File: config.mk
export PLATFORM = sky130hd
export DESIGN_NAME = icache_ctrl
export DESIGN_NICKNAME = d
export VERILOG_FILES = /design/src/common/icache_pkg.sv /design/src/icache/icache_ctrl.sv
export VERILOG_INCLUDE_DIRS = /design/src /design/src/common
export SDC_FILE = /design/constraint.sdc
export NUM_CORES = 1
export LEC_CHECK = 0
export BUFFER_PORTS_ARGS = -buffer_cell sky130_fd_sc_hd__buf_2
export CAP_MARGIN = 20
export CORE_AREA = 5 5 265 267
export CTS_CLUSTER_SIZE = 8
export DETAILED_ROUTE_END_ITERATION = 6
export DIE_AREA = 0 0 270 272
export HOLD_SLACK_MARGIN = 0.03
export REMOVE_ABC_BUFFERS = 1
export SLEW_MARGIN = 20
export SYNTH_ARGS = -nofsm -noshare
export SYNTH_HDL_FRONTEND = slang
export SYNTH_SLANG_ARGS = --single-unit
File: constraint.sdc
create_clock -name clk_i -period 5.3 [get_ports clk_i]
set_input_delay 0.53 -clock clk_i [delete_from_list [all_inputs] [get_ports clk_i]]
set_output_delay 0.53 -clock clk_i [all_outputs]
set_load 0.01 [all_outputs]
File: src/common/icache_consts.svh
//##########################################################
// icache constants
// cache geometry and fetch address field widths
//##########################################################
`ifndef ICACHE_CONSTS_SVH
`define ICACHE_CONSTS_SVH

// fetch address
`define ICACHE_ADDR_W 32

// geometry, lru is one bit so the ways stay at 2
`define ICACHE_N_SET  64
`define ICACHE_N_WAY  2
`define ICACHE_LINE_W 128
`define ICACHE_WORD_W 32  // also the axi beat width
`define ICACHE_BEATS  4   // words per line

// address split  tag | index | offset
`define ICACHE_IDX_W  6
`define ICACHE_OFF_W  4   // byte offset, word select at 3:2
`define ICACHE_TAG_W  22

`endif
File: src/common/icache_pkg.sv
//##########################################################
// icache package
// shared address-field, line and word types
//##########################################################

`include "icache_consts.svh"

package icache_pkg;

    // set index, bits 9:4 of the fetch address
    typedef logic [`ICACHE_IDX_W-1:0] idx_t;

    // tag, upper address bits above the index
    typedef logic [`ICACHE_TAG_W-1:0] tag_t;

    // one full cache line
    // word k sits at bits 32k and up
    typedef logic [`ICACHE_LINE_W-1:0] line_t;

    // one fetch word, same width as an axi read beat
    typedef logic [`ICACHE_WORD_W-1:0] word_t;

endpackage

File: src/icache/icache_ctrl.sv
//##########################################################
// icache_ctrl
// tag compare, valid and lru state, victim choice, flush
// and refill sequencing for the two-way cache
//##########################################################
`timescale 1ns/1ps

`include "icache_consts.svh"

module icache_ctrl (
    input  logic                      clk_i,
    input  logic                      rst_n_i,
    input  logic                      flush_i,
    // core side
    input  logic                      req_valid_i,
    input  logic [`ICACHE_ADDR_W-1:0] req_addr_i,
    output logic                      req_ready_o,
    output logic                      resp_valid_o,
    output icache_pkg::word_t         resp_data_o,
    output logic                      resp_err_o,
    // way and tag rams
    input  icache_pkg::line_t         way_line_i [`ICACHE_N_WAY],
    input  icache_pkg::tag_t          tag_i [`ICACHE_N_WAY],
    output logic                      ram_req_o,
    output logic                      ram_we_o [`ICACHE_N_WAY],
    output icache_pkg::idx_t          ram_idx_o,
    output icache_pkg::tag_t          wr_tag_o,
    output icache_pkg::line_t         wr_line_o,
    // refill engine
    input  logic                      refill_done_i,
    input  logic                      refill_err_i,
    input  icache_pkg::line_t         refill_line_i,
    output logic                      refill_start_o,
    output logic [`ICACHE_ADDR_W-1:0] refill_addr_o
);

    import icache_pkg::*;

    localparam int WSEL_W = $clog2(`ICACHE_BEATS);

    logic [`ICACHE_ADDR_W-1:0] cmp_addr_q;          // address in compare stage
    logic                      cmp_valid_q;
    logic                      busy_q;              // refill outstanding
    logic                      victim_q;            // way being refilled
    logic                      flush_pend_q;        // flush held off by a miss
    logic [`ICACHE_N_SET-1:0]  vld_q [`ICACHE_N_WAY];
    logic [`ICACHE_N_SET-1:0]  lru_q;               // way to evict next

    idx_t                      cmp_idx;
    tag_t                      cmp_tag;
    logic [WSEL_W-1:0]         cmp_wsel;
    logic [`ICACHE_N_WAY-1:0]  hit_w;
    logic                      hit_way;
    logic                      miss;
    logic                      accept;
    logic                      install;
    logic                      flush_req;
    logic                      take_flush;
    logic                      victim;
    line_t                     src_line;

    assign cmp_idx  = cmp_addr_q[`ICACHE_OFF_W +: `ICACHE_IDX_W];
    assign cmp_tag  = cmp_addr_q[`ICACHE_ADDR_W-1 -: `ICACHE_TAG_W];
    assign cmp_wsel = cmp_addr_q[`ICACHE_OFF_W-1 -: WSEL_W];

    // compare against registered ram outputs
    always_comb begin
        for (int w = 0; w < `ICACHE_N_WAY; w++) begin
            hit_w[w] = cmp_valid_q && vld_q[w][cmp_idx] && (tag_i[w] == cmp_tag);
        end
    end

    assign hit_way = hit_w[1];
    assign miss    = cmp_valid_q && !(|hit_w);

    // free way first, way 0 preferred, else lru
    assign victim = !vld_q[0][cmp_idx] ? 1'b0 :
                    !vld_q[1][cmp_idx] ? 1'b1 : lru_q[cmp_idx];

    assign flush_req   = flush_i || flush_pend_q;
    assign take_flush  = flush_req && !busy_q && !miss;
    assign req_ready_o = !busy_q && !miss && !flush_req;  // drops in the miss cycle
    assign accept      = req_valid_i && req_ready_o;
    assign install     = busy_q && refill_done_i && !refill_err_i;  // bad lines dropped

    // ram port shared by lookup reads and refill writes
    assign ram_req_o = accept || (busy_q && refill_done_i);
    assign ram_idx_o = busy_q ? cmp_idx : req_addr_i[`ICACHE_OFF_W +: `ICACHE_IDX_W];
    assign wr_tag_o  = cmp_tag;
    assign wr_line_o = refill_line_i;

    always_comb begin
        for (int w = 0; w < `ICACHE_N_WAY; w++) begin
            ram_we_o[w] = install && (victim_q == w[0]);
        end
    end

    assign refill_start_o = miss;
    assign refill_addr_o  = {cmp_tag, cmp_idx, {`ICACHE_OFF_W{1'b0}}};  // line base

    // response from hit way or from the fresh line
    assign src_line     = busy_q ? refill_line_i : way_line_i[hit_way];
    assign resp_data_o  = src_line[cmp_wsel*`ICACHE_WORD_W +: `ICACHE_WORD_W];
    assign resp_valid_o = (cmp_valid_q && (|hit_w)) || (busy_q && refill_done_i);
    assign resp_err_o   = busy_q && refill_done_i && refill_err_i;

    always_ff @(posedge clk_i) begin
        if (accept) begin
            cmp_addr_q <= req_addr_i;
        end
        if (miss) begin
            victim_q <= victim;  // held for the whole refill
        end
    end

    always_ff @(posedge clk_i) begin
        if (!rst_n_i) begin
            cmp_valid_q  <= 1'b0;
            busy_q       <= 1'b0;
            flush_pend_q <= 1'b0;
            vld_q        <= '{default: '0};
            lru_q        <= '0;
        end else begin
            cmp_valid_q  <= accept;
            flush_pend_q <= flush_req && !take_flush;
            if (miss) begin
                busy_q <= 1'b1;
            end else if (refill_done_i) begin
                busy_q <= 1'b0;
            end
            if (take_flush) begin
                vld_q <= '{default: '0};  // invalidate all
            end
            if (cmp_valid_q && (|hit_w)) begin
                lru_q[cmp_idx] <= ~hit_way;  // other way becomes lru
            end
            if (install) begin
                vld_q[victim_q][cmp_idx] <= 1'b1;
                lru_q[cmp_idx]           <= ~victim_q;
            end
        end
    end

    // two valid copies of one line would mean a broken install
    a_onehot_hit: assert property (@(posedge clk_i) disable iff (!rst_n_i)
        $onehot0(hit_w))
        else $error("icache_ctrl: both ways hit");

    // no new refill until the running one is done
    a_one_refill: assert property (@(posedge clk_i) disable iff (!rst_n_i)
        refill_start_o |-> !busy_q)
        else $error("icache_ctrl: refill started while busy");

endmodule

==> flow_summary_export.csv <==
group,metric,value,unit
run_status,run_status,"complete, no violations",
grt,grt_max_degree,120,
cts,clk_pin_slew_worst_paths,50,ps
die,die_x,270,um
die,die_h,272,um
die,row_count,96,
yosys,synth_edf_count,31,
timing,hold_viol,0,
yosys,synth_top_family_by_area,"compound AO/OA/AOI/OAI gates",
final_layout,fillCellCount,7446,
yosys,synth_cell_type_count,72,
cts,cts_resized,0,
routing,ant_nets,0,
yosys,synth_fa_ha_area_share,0,%
cts,cts.sinks,226,
cts,cts_tree,"yes",
grt,grt-ovfl-total,0,
timing,worst_slew_pin_slew,1048,ps
final_layout,layout_common_cells,"buf_2 (686), nor2_1 (211), dfxtp_1 (194), nand2_1 (151), a22o_1 (116)",
final_layout,final_common_cell,"buf_2",
die,die_area,73440,um2
timing,tns,0,ps
cts,postCtsSetupBuffers,0,
routing,dr.first_iter.drc_count,2143,
routing,vias,18400,
timing,finalMaxSlewViolations,0,
power_and_ir_drop,peakVddDrop,210.1,uV
power_and_ir_drop,p_leak,8.938,nW
routing,first_pass_iters,6,
timing,setup_violations,0,
grt,grt_pass1_wl,155500,um
place,place_congestion,1.061,
final_layout,fin_nets,2794,
power_and_ir_drop,powerDensity,249.2,nW/um2
yosys,synthTopCellsByArea,"dfxtp_1 (25%), buf_4 (9.5%), a22o_1 (6.5%), edfxtp_1 (5.9%), nor2_1 (5.1%)",
yosys,ys.flop_type,"dfxtp_1",
timing,skew,39.95,ps
timing,slew_headroom,30.04,%
routing,wirelength,119500,um
timing,fmax,199.4,MHz
yosys,synth_xor_area_share,2.459,%
yosys,synth_compound_area_share,32.27,%
grt,antenna_found_initial,81,
worst_setup_path,cp-end-kind,"output pin",
routing,wl_per_cell,36.70,um
die,start_util,23.10,%
timing,post-route-min-period,5015,ps
min_path,hold_path.class,"input port to register",
yosys,syn_avg_cell_area,8.333,um2
yosys,yosys_register_bits,226,
yosys,yosysTopAreaCellShare,24.91,%
yosys,synthArstFlopShare,0,%
grt,grt_pass1_vias,17220,
worst_setup_path,cp_max_fo,23,
cts,cts_hold_buffers,0,
place,pre_cts_ws,983.4,ps
yosys,yosys_warnings,0,
cts,cts_made_buffers,36,
grt,track_usage,30.52,%
timing,worst_slack,285.4,ps
cts,clk_latency,560,ps
place,dpl.hpwl,97430,um
die,io_pins,693,
worst_setup_path,cp-start-kind,"register",
timing,grt_setup_unrepaired,"no",
worst_setup_path,crit_type,"register to output pin",
final_layout,fin_cells,3257,
cts,cts_buffer_depth,3,
yosys,post_synth_inst_count,1881,
worst_setup_path,required,4770,ps
cts,root_buffer,"clkbuf_16",
routing,drc,0,
place,place.port_buffers,686,
flow_run,maxCapViolations,0,
yosys,synthMuxAreaShare,3.544,%
cts,cts_max_level,2,
routing,routed_via_density,5.650,
final_layout,area_growth_syn_to_layout,28.15,%
yosys,netlist_area,15670,um2
yosys,synth_largest_area_cell,"dfxtp_1",
worst_setup_path,critPathArrivalTime,4480,ps
yosys,ys_seq_area_share,30.85,%
die,core,67870,um2
final_layout,drive_gt1_share,36.85,%
place,place_inst,3172,
yosys,yosys.area_share.simple,15.25,%
timing,timing.final.crit_share,94.62,%
[final timing paths]
check / to / cells after the start / slack (ps) / start
worst min register to register: vld_q[0] / 1 / 460 / vld_q[0]
worst max register to register: vld_q[14] / 12 / 1230 / cmp_addr_q[5]
worst min-delay path: cmp_addr_q[28] / 1 / 150 / req_addr_i[28]
worst max-delay path: resp_data_o[9] / 13 / 290 / cmp_addr_q[5]
[cells in the mapped netlist (4+ instances only)]
cell type and n:
a21oi_1 53, nand3b_1 4, nand4_1 15, buf_4 199, o22ai_1 5, a41oi_1 30, xor2_1 15, nand2b_1 15
a22o_1 116, a22oi_1 26, a21o_1 4, o311a_1 65, a221oi_1 37, dfxtp_1 195, or3b_2 7, o21ai_0 16
buf_2 38, and3b_1 9, clkbuf_1 118, a32o_1 4, nor2_1 214, mux4_2 10, nor4_1 9, a31oi_1 7
nand2_1 153, edfxtp_1 31, o21a_1 54, nand3_1 26, o2bb2ai_1 13, xnor2_1 29, mux2i_1 24, a32oi_1 31
buf_1 4, and3_1 9, o311ai_0 33, inv_1 70, a2bb2oi_1 32, or2_2 4, mux2_2 8, o221ai_1 62
nor3_1 8, and2_1 4, or3_1 33
[state kept, by name, summed over array words and instances (netlist names)]
register,flops
victim_q,1
cmp_valid_q,1
vld_q,128
busy_q,1
flush_pend_q,1
cmp_addr_q,30
lru_q,64
[routing by layer]
layer | vias up | wire length, um | GRT usage (%) | share of wire, %
li1 | 7841 | - | - | -
met1 | 8985 | 46340 | 36.82 | 39
met2 | 1278 | 48900 | 43.69 | 41
met3 | 275 | 15780 | 15.45 | 13
met4 | 24 | 8317 | 17.46 | 7.0
met5 | - | 175 | 0 | 0.15
[per-stage QoR]
step / total power, W / cell area (um2) / utilization, % / hold WS (ps)
floorplan: 0.002120 / 13510 / - / 424.8
global placement: 0.002806 / 18930 / 27.89 / 441.1
detailed placement: 0.002803 / 18930 / 27.89 / 440.4
CTS: 0.005047 / 20000 / 29.46 / 105.7
global route: 0.005165 / 20040 / 29.53 / 126.5
finish: 0.005005 / 20090 / 29.60 / 145.1
[area by class of cell]
type	count	area, um2	area share, %
multi-input cells	1224	8467	42.15
flip-flops and latches	226	4838	24.09
repair buffers	768	4249	21.15
well taps	882	1104	5.494
clock buffers	41	950.9	4.734
inverters	72	270.3	1.346
clock inverters	8	116.4	0.5793
diodes	36	90.09	0.4485
[worst max-delay path: stages, from the launching register on]
cell      delay (ps)
edfxtp_1         650
buf_4            260
buf_4            180
and3_1           180
a211o_1          260
a21oi_1          200
o221ai_1         280
nor4_4           350
buf_12           190
or2_2            180
buf_12           200
o221ai_1         140
a32oi_1          570
buf_2            260
[where the power goes]
part | switching, W | leakage, nW | internal, W
clock | 0.000889 | 0.525 | 0.00132
sequential | 0.0000288 | 1.86 | 0.00175
combinational | 0.000655 | 6.55 | 0.000354
[cells by family (layout without fill, tap and decap cells)]
logic type,Yosys count,count (layout)
other,1,40
AOI/OAI and AO/OA,612,612
muxes,42,42
xor gates and xnor gates,44,44
and+or+nand+nor,522,522
DFF,226,226
buffers and inverters,434,889
No activity file was read; power rests on OpenSTA's default activity.
