[src/common/icache_consts.svh]
//##########################################################
// icache constants
// cache geometry and fetch address field widths
//##########################################################
`ifndef ICACHE_CONSTS_SVH
`define ICACHE_CONSTS_SVH

// fetch address
`define ICACHE_ADDR_W 32

// geometry, lru is one bit so the ways stay at 2
`define ICACHE_N_SET  64
`define ICACHE_N_WAY  2
`define ICACHE_LINE_W 128
`define ICACHE_WORD_W 32  // also the axi beat width
`define ICACHE_BEATS  4   // words per line

// address split  tag | index | offset
`define ICACHE_IDX_W  6
`define ICACHE_OFF_W  4   // byte offset, word select at 3:2
`define ICACHE_TAG_W  22

`endif
[src/common/icache_pkg.sv]
//##########################################################
// icache package
// shared address-field, line and word types
//##########################################################

`include "icache_consts.svh"

package icache_pkg;

    // set index, bits 9:4 of the fetch address
    typedef logic [`ICACHE_IDX_W-1:0] idx_t;

    // tag, upper address bits above the index
    typedef logic [`ICACHE_TAG_W-1:0] tag_t;

    // one full cache line
    // word k sits at bits 32k and up
    typedef logic [`ICACHE_LINE_W-1:0] line_t;

    // one fetch word, same width as an axi read beat
    typedef logic [`ICACHE_WORD_W-1:0] word_t;

endpackage

[src/icache/icache_refill.sv]
//##########################################################
// icache_refill
// axi4-lite read master, four single-beat reads per line
// packs the words and merges the response errors
//##########################################################
`timescale 1ns/1ps

`include "icache_consts.svh"

module icache_refill (
    input  logic                      clk_i,
    input  logic                      rst_n_i,
    input  logic                      start_i,
    input  logic [`ICACHE_ADDR_W-1:0] line_addr_i,
    output logic                      done_o,
    output logic                      err_o,
    output icache_pkg::line_t         line_o,
    // axi4-lite read channels
    output logic                      m_arvalid_o,
    input  logic                      m_arready_i,
    output logic [`ICACHE_ADDR_W-1:0] m_araddr_o,
    input  logic                      m_rvalid_i,
    output logic                      m_rready_o,
    input  icache_pkg::word_t         m_rdata_i,
    input  logic [1:0]                m_rresp_i
);

    import icache_pkg::*;

    localparam int BEAT_W = $clog2(`ICACHE_BEATS);

    logic [`ICACHE_ADDR_W-1:0] base_q;   // line base address
    logic [BEAT_W-1:0]         beat_q;   // current word of the line
    logic                      arvalid_q;
    logic                      rready_q;
    logic                      done_q;
    logic                      err_q;    // sticky over the line
    line_t                     line_q;
    logic                      r_hs;
    logic                      last;

    assign r_hs = m_rvalid_i && rready_q;
    assign last = (beat_q == BEAT_W'(`ICACHE_BEATS - 1));

    // beat k at base + 4k
    assign m_araddr_o  = {base_q[`ICACHE_ADDR_W-1:`ICACHE_OFF_W], beat_q, 2'b00};
    assign m_arvalid_o = arvalid_q;
    assign m_rready_o  = rready_q;
    assign done_o      = done_q;
    assign err_o       = err_q;
    assign line_o      = line_q;

    always_ff @(posedge clk_i) begin
        if (start_i) begin
            base_q <= line_addr_i;
        end
        if (r_hs) begin
            line_q[beat_q*`ICACHE_WORD_W +: `ICACHE_WORD_W] <= m_rdata_i;
        end
    end

    always_ff @(posedge clk_i) begin
        if (!rst_n_i) begin
            beat_q    <= '0;
            arvalid_q <= 1'b0;
            rready_q  <= 1'b0;
            done_q    <= 1'b0;
            err_q     <= 1'b0;
        end else begin
            done_q <= 1'b0;  // single-cycle pulse
            if (start_i) begin
                beat_q    <= '0;
                err_q     <= 1'b0;
                arvalid_q <= 1'b1;
            end else if (arvalid_q && m_arready_i) begin
                arvalid_q <= 1'b0;  // address taken, wait for data
                rready_q  <= 1'b1;
            end else if (r_hs) begin
                rready_q <= 1'b0;
                err_q    <= err_q || (m_rresp_i != 2'b00);  // drain even on error
                if (last) begin
                    done_q <= 1'b1;
                end else begin
                    beat_q    <= beat_q + 1'b1;
                    arvalid_q <= 1'b1;  // next address
                end
            end
        end
    end

    // ar payload must hold until the slave takes it
    a_ar_stable: assert property (@(posedge clk_i) disable iff (!rst_n_i)
        m_arvalid_o && !m_arready_i |=> $stable(m_araddr_o))
        else $error("icache_refill: araddr changed while stalled");

endmodule

[config.mk]
export PLATFORM = sky130hd
export DESIGN_NAME = icache_refill
export DESIGN_NICKNAME = d
export VERILOG_FILES = /design/src/common/icache_pkg.sv /design/src/icache/icache_refill.sv
export VERILOG_INCLUDE_DIRS = /design/src /design/src/common
export SDC_FILE = /design/constraint.sdc
export NUM_CORES = 1
export LEC_CHECK = 0
export BUFFER_PORTS_ARGS = -buffer_cell sky130_fd_sc_hd__buf_2
export CORE_AREA = 5 5 95 164
export CTS_CLUSTER_DIAMETER = 30
export CTS_CLUSTER_SIZE = 14
export DETAILED_ROUTE_END_ITERATION = 8
export DIE_AREA = 0 0 100 169
export GPL_TIMING_DRIVEN = 0
export PLACE_DENSITY = 0.78
export SETUP_SLACK_MARGIN = 0.02
export SLEW_MARGIN = 25
export SYNTH_ARGS = -nofsm -noshare
export SYNTH_HDL_FRONTEND = slang
export SYNTH_SLANG_ARGS = --single-unit
[constraint.sdc]
create_clock -name clk_i -period 2.19 [get_ports clk_i]
set_clock_uncertainty 0.15 [all_clocks]
set_input_delay 0.5475 -clock clk_i [delete_from_list [all_inputs] [get_ports clk_i]]
set_output_delay 0.5475 -clock clk_i [all_outputs]
set_load 0.02 [all_outputs]
==> results.cfg, run 1 <==
[cts]
cts_buffers = 17
clock_sinks = 162
htree_levels = 4
insertion_delay_ns = 0.41
cts_tree = yes
cts-hold-fix-buffers = 0
root_buffer = clkbuf_16
clk_pin_slew_ns = 0.07
cts_buffer_depth = 2

[power]
share_comb_of_total_power = 0.041
p_seq_frac = 0.523
p_sw_w = 0.001438
power_density_nw_per_um2 = 815.0
peakVddDrop_mv = 0.7332
p_leak_nw = 3.140
power_frac_clock = 0.436
p_int_w = 0.005132
switching_share = 0.2189

[place]
dpl.cell_count = 756
place_area_sq_um = 7423
preCtsSetupSlack_ns = -0.3079
portBuffers = 228
place.gp.congestion = 0.7521
dp.final_hpwl_um = 10680

[drt]
drc = 0
via_per_inst = 4.748
drtPass1Iterations = 6
vias = 3756
wire_per_inst_um = 18.72
postRouteWirelength_um = 14800
drtAntennaViolNets = 0
drt_iter0_drc = 132

[min_path]
hold_class = in2reg

[cells_and_area]
drive_gt1_frac = 0.4845
nets = 675
n_fill_cell = 1130
diodes = 0
finalNonFillerCells = 791
area_growth_pct = 33.26
final_area_sq_um = 8061

[timing]
grt_setup_unrepaired = no
fin_crit_ns = 2.025
setup_tns_ns = 0
slew_viol_final = 0
hold_viol_final = 0
fmax_ghz = 0.4938
whs_ns = 0.1553
slew_headroom = 0.4119
fin_ws_ns = 0.1649
setup_viol = 0
worst_slew_pin_slew_ns = 0.8822
finalCritPeriodShare = 0.9247

[synth]
seq_area_frac_synth = 0.7942
synthArstFlopShare = 0
ys_seq_elements = 162
synth.distinct_cells = 30
synth_area_per_cell_sq_um = 17.43
synth_edf_count = 156
synth_most_common_cell = edfxtp_1
synth_top_area_frac = 0.7744
synth_cells = 347
ys_top_cells_by_count = 156 x edfxtp_1, 120 x and2_1, 11 x and2_2, 6 x dfxtp_1, 6 x ha_1
synth_top_area_cell = edfxtp_1
synth_area_leaders = edfxtp_1 77%, and2_1 12%, dfxtp_1 2.0%, and2_2 1.4%, ha_1 1.2%
synth_warnings = 0
synth-main-ff-cell = edfxtp_1
syn_area_sq_um = 6050

[grt]
antenna_found_initial = 2
grt_max_degree = 33
grtUsageTotal = 0.1774
grt_pass1_wl_um = 22230
grt_pass1_vias = 4115
overflow = 0

[critical_path]
ff2ff_setup_slack_ns = 0.16
critPathArrivalTime_ns = 2.15
critPathKind = reg2reg
cp-end-kind = flop
worstPathRequired_ns = 2.32
crit_fanout = 10
crit_path_start_kind = flop

[run_status]
status = finished, final reports clean

[floorplanning]
die_h_um = 169
ios = 235
coreArea_sq_um = 14150
fp.dieW_um = 100
initial_utilization = 0.4275
floorplan.rows = 58
dieArea_sq_um = 16900

[flow_run]
maxCapViolations = 0
-- registers in the layout, indices dropped and copies added (netlist names) --
register,cells
beat_q,2
line_o,128
m_arvalid_o,1
done_o,1
m_rready_o,1
err_o,1
base_q,28
-- worst paths after layout --
kind | cells past startpoint | endpoint | startpoint
worst max register to register | 5 | line_o[90]$_DFFE_PP_ | beat_q[0]$_SDFFE_PP0P_
worst min register to register | 1 | err_o$_SDFFE_PP0P_ | err_o$_SDFFE_PP0P_
worst max-delay path | 5 | line_o[90]$_DFFE_PP_ | beat_q[0]$_SDFFE_PP0P_
worst min-delay path | 1 | base_q[29]$_DFFE_PP_ | line_addr_i[29]
-- power by group through the flow --
stage               sequential [W]  combinational, W  clock, W
finish                     0.00344          0.000271   0.00286
global route               0.00344          0.000296   0.00302
CTS                        0.00344          0.000274   0.00292
detailed placement         0.00351          0.000274         0
global placement           0.00350          0.000265         0
floorplan                  0.00357         0.0000541         0
-- cell usage in the layout, fill, tap and decap left out, types with 2 or more instances in the layout --
cell type / instances
clkbuf_8: 2
clkbuf_16: 17
nor2b_1: 2
ha_1: 5
inv_6: 3
inv_8: 2
o21a_1: 2
nand2_1: 4
nand2b_1: 2
conb_1: 2
nor2_4: 2
buf_4: 6
buf_2: 228
dfxtp_1: 4
nor3_1: 5
clkinv_4: 3
buf_6: 5
inv_1: 3
edfxtp_1: 156
and3_2: 3
clkinvlp_4: 3
and2_2: 11
and2_1: 120
-- critical path, stage by stage (launching register included) --
cell,delay (ns)
dfxtp_4,0.43
inv_1,0.11
ha_2,0.40
nor4b_4,0.36
clkbuf_8,0.27
and2_1,0.16
-- cells by family (layout without fill, tap and decap cells) --
group,after synthesis,after routing,share of synthesized area
and+or+nand+nor,156,156,0.1661
buffers and inverters,15,278,0.01778
AOI/OAI and AO/OA,7,7,0.008895
adders and majority gates,6,6,0.01241
other,1,2,0.0006199
DFF,162,162,0.7942
-- cell type report --
type | instances | area (sq um) | area share
Sequential cell | 162 | 4810 | 0.5966
Timing Repair Buffer | 231 | 1164 | 0.1443
Multi-Input combinational cell | 171 | 1156 | 0.1434
Clock buffer | 18 | 429.2 | 0.05324
Tap cell | 180 | 225.2 | 0.02794
Clock inverter | 14 | 147.6 | 0.01831
Buffer | 12 | 118.9 | 0.01474
Inverter | 3 | 11.26 | 0.001397
-- per-stage QoR --
stage / util / total power [W]
after CTS: 0.5692 / 0.006635
final: 0.5697 / 0.006570
after global routing: 0.5697 / 0.006760
after detailed placement: 0.5246 / 0.003779
after global placement: 0.5246 / 0.003768
after floorplan: - / 0.003628
-- metal layers --
metal	up-vias	track usage	share of wire
met1	1823	0.1801	0.34
li1	1737	-	-
met2	168	0.3373	0.56
met3	24	0.05237	0.087
met4	4	0.06100	0.017
met5	-	0	0.00095
-- repair_timing --
action	in CTS	in global routing
pin swaps	1	0
hold endpoints to repair	0	0
setup buffers	3	0
gates resized for setup	9	5
setup endpoints to repair	216	119
Note: power is estimated with default switching activity, not from simulation.
==> inputs of run 2 (changes only) <==
--- a/config.mk
+++ b/config.mk
@@ -7,15 +7,15 @@
 export NUM_CORES = 1
 export LEC_CHECK = 0
 export BUFFER_PORTS_ARGS = -buffer_cell sky130_fd_sc_hd__buf_2
-export CORE_AREA = 5 5 95 164
+export CORE_AREA = 5 5 94 162
+export CTS_BUF_LIST = sky130_fd_sc_hd__clkbuf_4
 export CTS_CLUSTER_DIAMETER = 30
 export CTS_CLUSTER_SIZE = 14
 export DETAILED_ROUTE_END_ITERATION = 8
-export DIE_AREA = 0 0 100 169
+export DIE_AREA = 0 0 99 167
 export GPL_TIMING_DRIVEN = 0
-export PLACE_DENSITY = 0.78
+export PLACE_DENSITY = 0.79
 export SETUP_SLACK_MARGIN = 0.02
-export SLEW_MARGIN = 25
 export SYNTH_ARGS = -nofsm -noshare
 export SYNTH_HDL_FRONTEND = slang
 export SYNTH_SLANG_ARGS = --single-unit
==> results.cfg, run 2 (synthesis gave the netlist of run 1 again) <==
[run_status]
status = finished, final reports clean

[cts]
cts_buffer_depth = 2
clock_sinks = 162
insertion_delay_ns = 0.50
cts_tree = yes
cts_buffers = 17
root_buffer = clkbuf_4
clk_pin_slew_ns = 0.13
htree_levels = 4

[grt]
grt_max_degree = 33
grt_pass1_wl_um = 22060
overflow = 0
grtUsageTotal = 0.1789
grt_pass1_vias = 4018
antenna_found_initial = 3

[timing]
fmax_ghz = 0.5013
finalCritPeriodShare = 0.9109
slew_viol_final = 0
hold_viol_final = 0
whs_ns = 0.06427
setup_viol = 0
worst_slew_pin_slew_ns = 0.9362
slew_headroom = 0.3758
fin_crit_ns = 1.995
grt_setup_unrepaired = no

[min_path]
hold_class = in2reg
whs_endpoint = base_q[10]$_DFFE_PP_
hold_path_depth = 1
min-delay-start = line_addr_i[10]

[power]
power_w = 0.005479
peakVddDrop_mv = 0.5623
power_density_nw_per_um2 = 692.1
p_leak_nw = 3.073

[cells_and_area]
layout_commonest_cell = buf_2
nets = 691
area_growth_pct = 30.86
largest_reg_flops = 128
most-common-layout-cells = 228 x buf_2, 156 x edfxtp_1, 120 x and2_1, 20 x clkbuf_4, 13 x dlygate4sd3_1
finalNonFillerCells = 803
drive_gt1_frac = 0.4784
fin_util = 0.5751

[drt]
drtPass1Iterations = 4
vias = 3838
drt_iter0_drc = 143
drc = 0
postRouteWirelength_um = 14970
via_per_inst = 4.780
wire_per_inst_um = 18.64
drtAntennaViolNets = 0

[critical_path]
r2r_end = line_o[74]$_DFFE_PP_
reg2reg_from = beat_q[0]$_SDFFE_PP0P_
ff2ff_setup_slack_ns = 0.20
ff2ff_path_depth = 3
crit_path_start_kind = flop
crit_fanout = 32
cp-end-kind = flop
worstPathRequired_ns = 2.17
critPathArrivalTime_ns = 1.98
critPathKind = reg2reg

[floorplanning]
dieArea_sq_um = 16530
initial_utilization = 0.4395
floorplan.rows = 57
fp.dieW_um = 99
ios = 235
die_h_um = 167
coreArea_sq_um = 13760

[flow_run]
maxCapViolations = 0

[place]
place.gp.congestion = 0.7450
portBuffers = 228
dpl.cell_count = 753
dp.final_hpwl_um = 10590
run 2: stage by stage:
step / instance area (sq um) / setup slack [ns] / setup TNS, ns
finish: 7916 / 0.1951 / 0
floorplan: 6057 / 0.02621 / 0
detailed placement: 7420 / -0.3436 / -32.65
CTS: 7737 / 0.02505 / 0
global route: 7916 / 0.08172 / 0
global placement: 7420 / -0.2973 / -22.34
run 2: layout make-up:
cell class | count | area, sq um
diodes | 1 | 2.502
plain buffers | 12 | 106.4
clock buffers | 17 | 127.6
clock inverters | 13 | 152.6
fillers | 1103 | 5848
inverters | 3 | 11.26
multi-input cells | 171 | 1156
flip-flops and latches | 162 | 4810
well taps | 177 | 221.5
repair buffers | 247 | 1329
run 2: worst max-delay path: stages, from the launching register on:
cell	delay, ns
dfxtp_4	0.38
inv_1	0.12
ha_1	0.15
and3_2	0.80
run 2: repair_timing:
item	CTS	global route
endpoints found under the setup margin	253	138
buffers inserted	2	4
hold buffers	0	13
pin swaps	1	0
resized for setup	8	3
hold endpoints to repair	0	13
run 2: worst max-delay path by stage:
stage | cells after the start | start | slack [ns] | end
floorplan | 6 | beat_q[0]$_SDFFE_PP0P_ | 0.03 | line_o[100]$_DFFE_PP_
global placement | 6 | beat_q[0]$_SDFFE_PP0P_ | -0.30 | line_o[125]$_DFFE_PP_
detailed placement | 6 | beat_q[0]$_SDFFE_PP0P_ | -0.34 | line_o[118]$_DFFE_PP_
CTS | 5 | beat_q[1]$_SDFFE_PP0P_ | 0.03 | line_o[66]$_DFFE_PP_
global route | 3 | beat_q[0]$_SDFFE_PP0P_ | 0.08 | line_o[74]$_DFFE_PP_
finish | 3 | beat_q[0]$_SDFFE_PP0P_ | 0.20 | line_o[74]$_DFFE_PP_
run 2: layer usage:
| layer | track usage | up-vias | part of all wire |
|---|---|---|---|
| li1 | - | 1771 | - |
| met1 | 0.1783 | 1861 | 0.33 |
| met2 | 0.3405 | 182 | 0.57 |
| met3 | 0.05735 | 20 | 0.080 |
| met4 | 0.05945 | 4 | 0.015 |
| met5 | 0 | - | 0.0018 |
run 2: report_power, final:
group / internal [W] / leakage [nW] / switching (W)
clock: 0.000688 / 0.136 / 0.00107
combinational: 0.000125 / 1.51 / 0.000167
sequential: 0.00342 / 1.43 / 0.0000148
total: 0.00423 / 3.07 / 0.00125
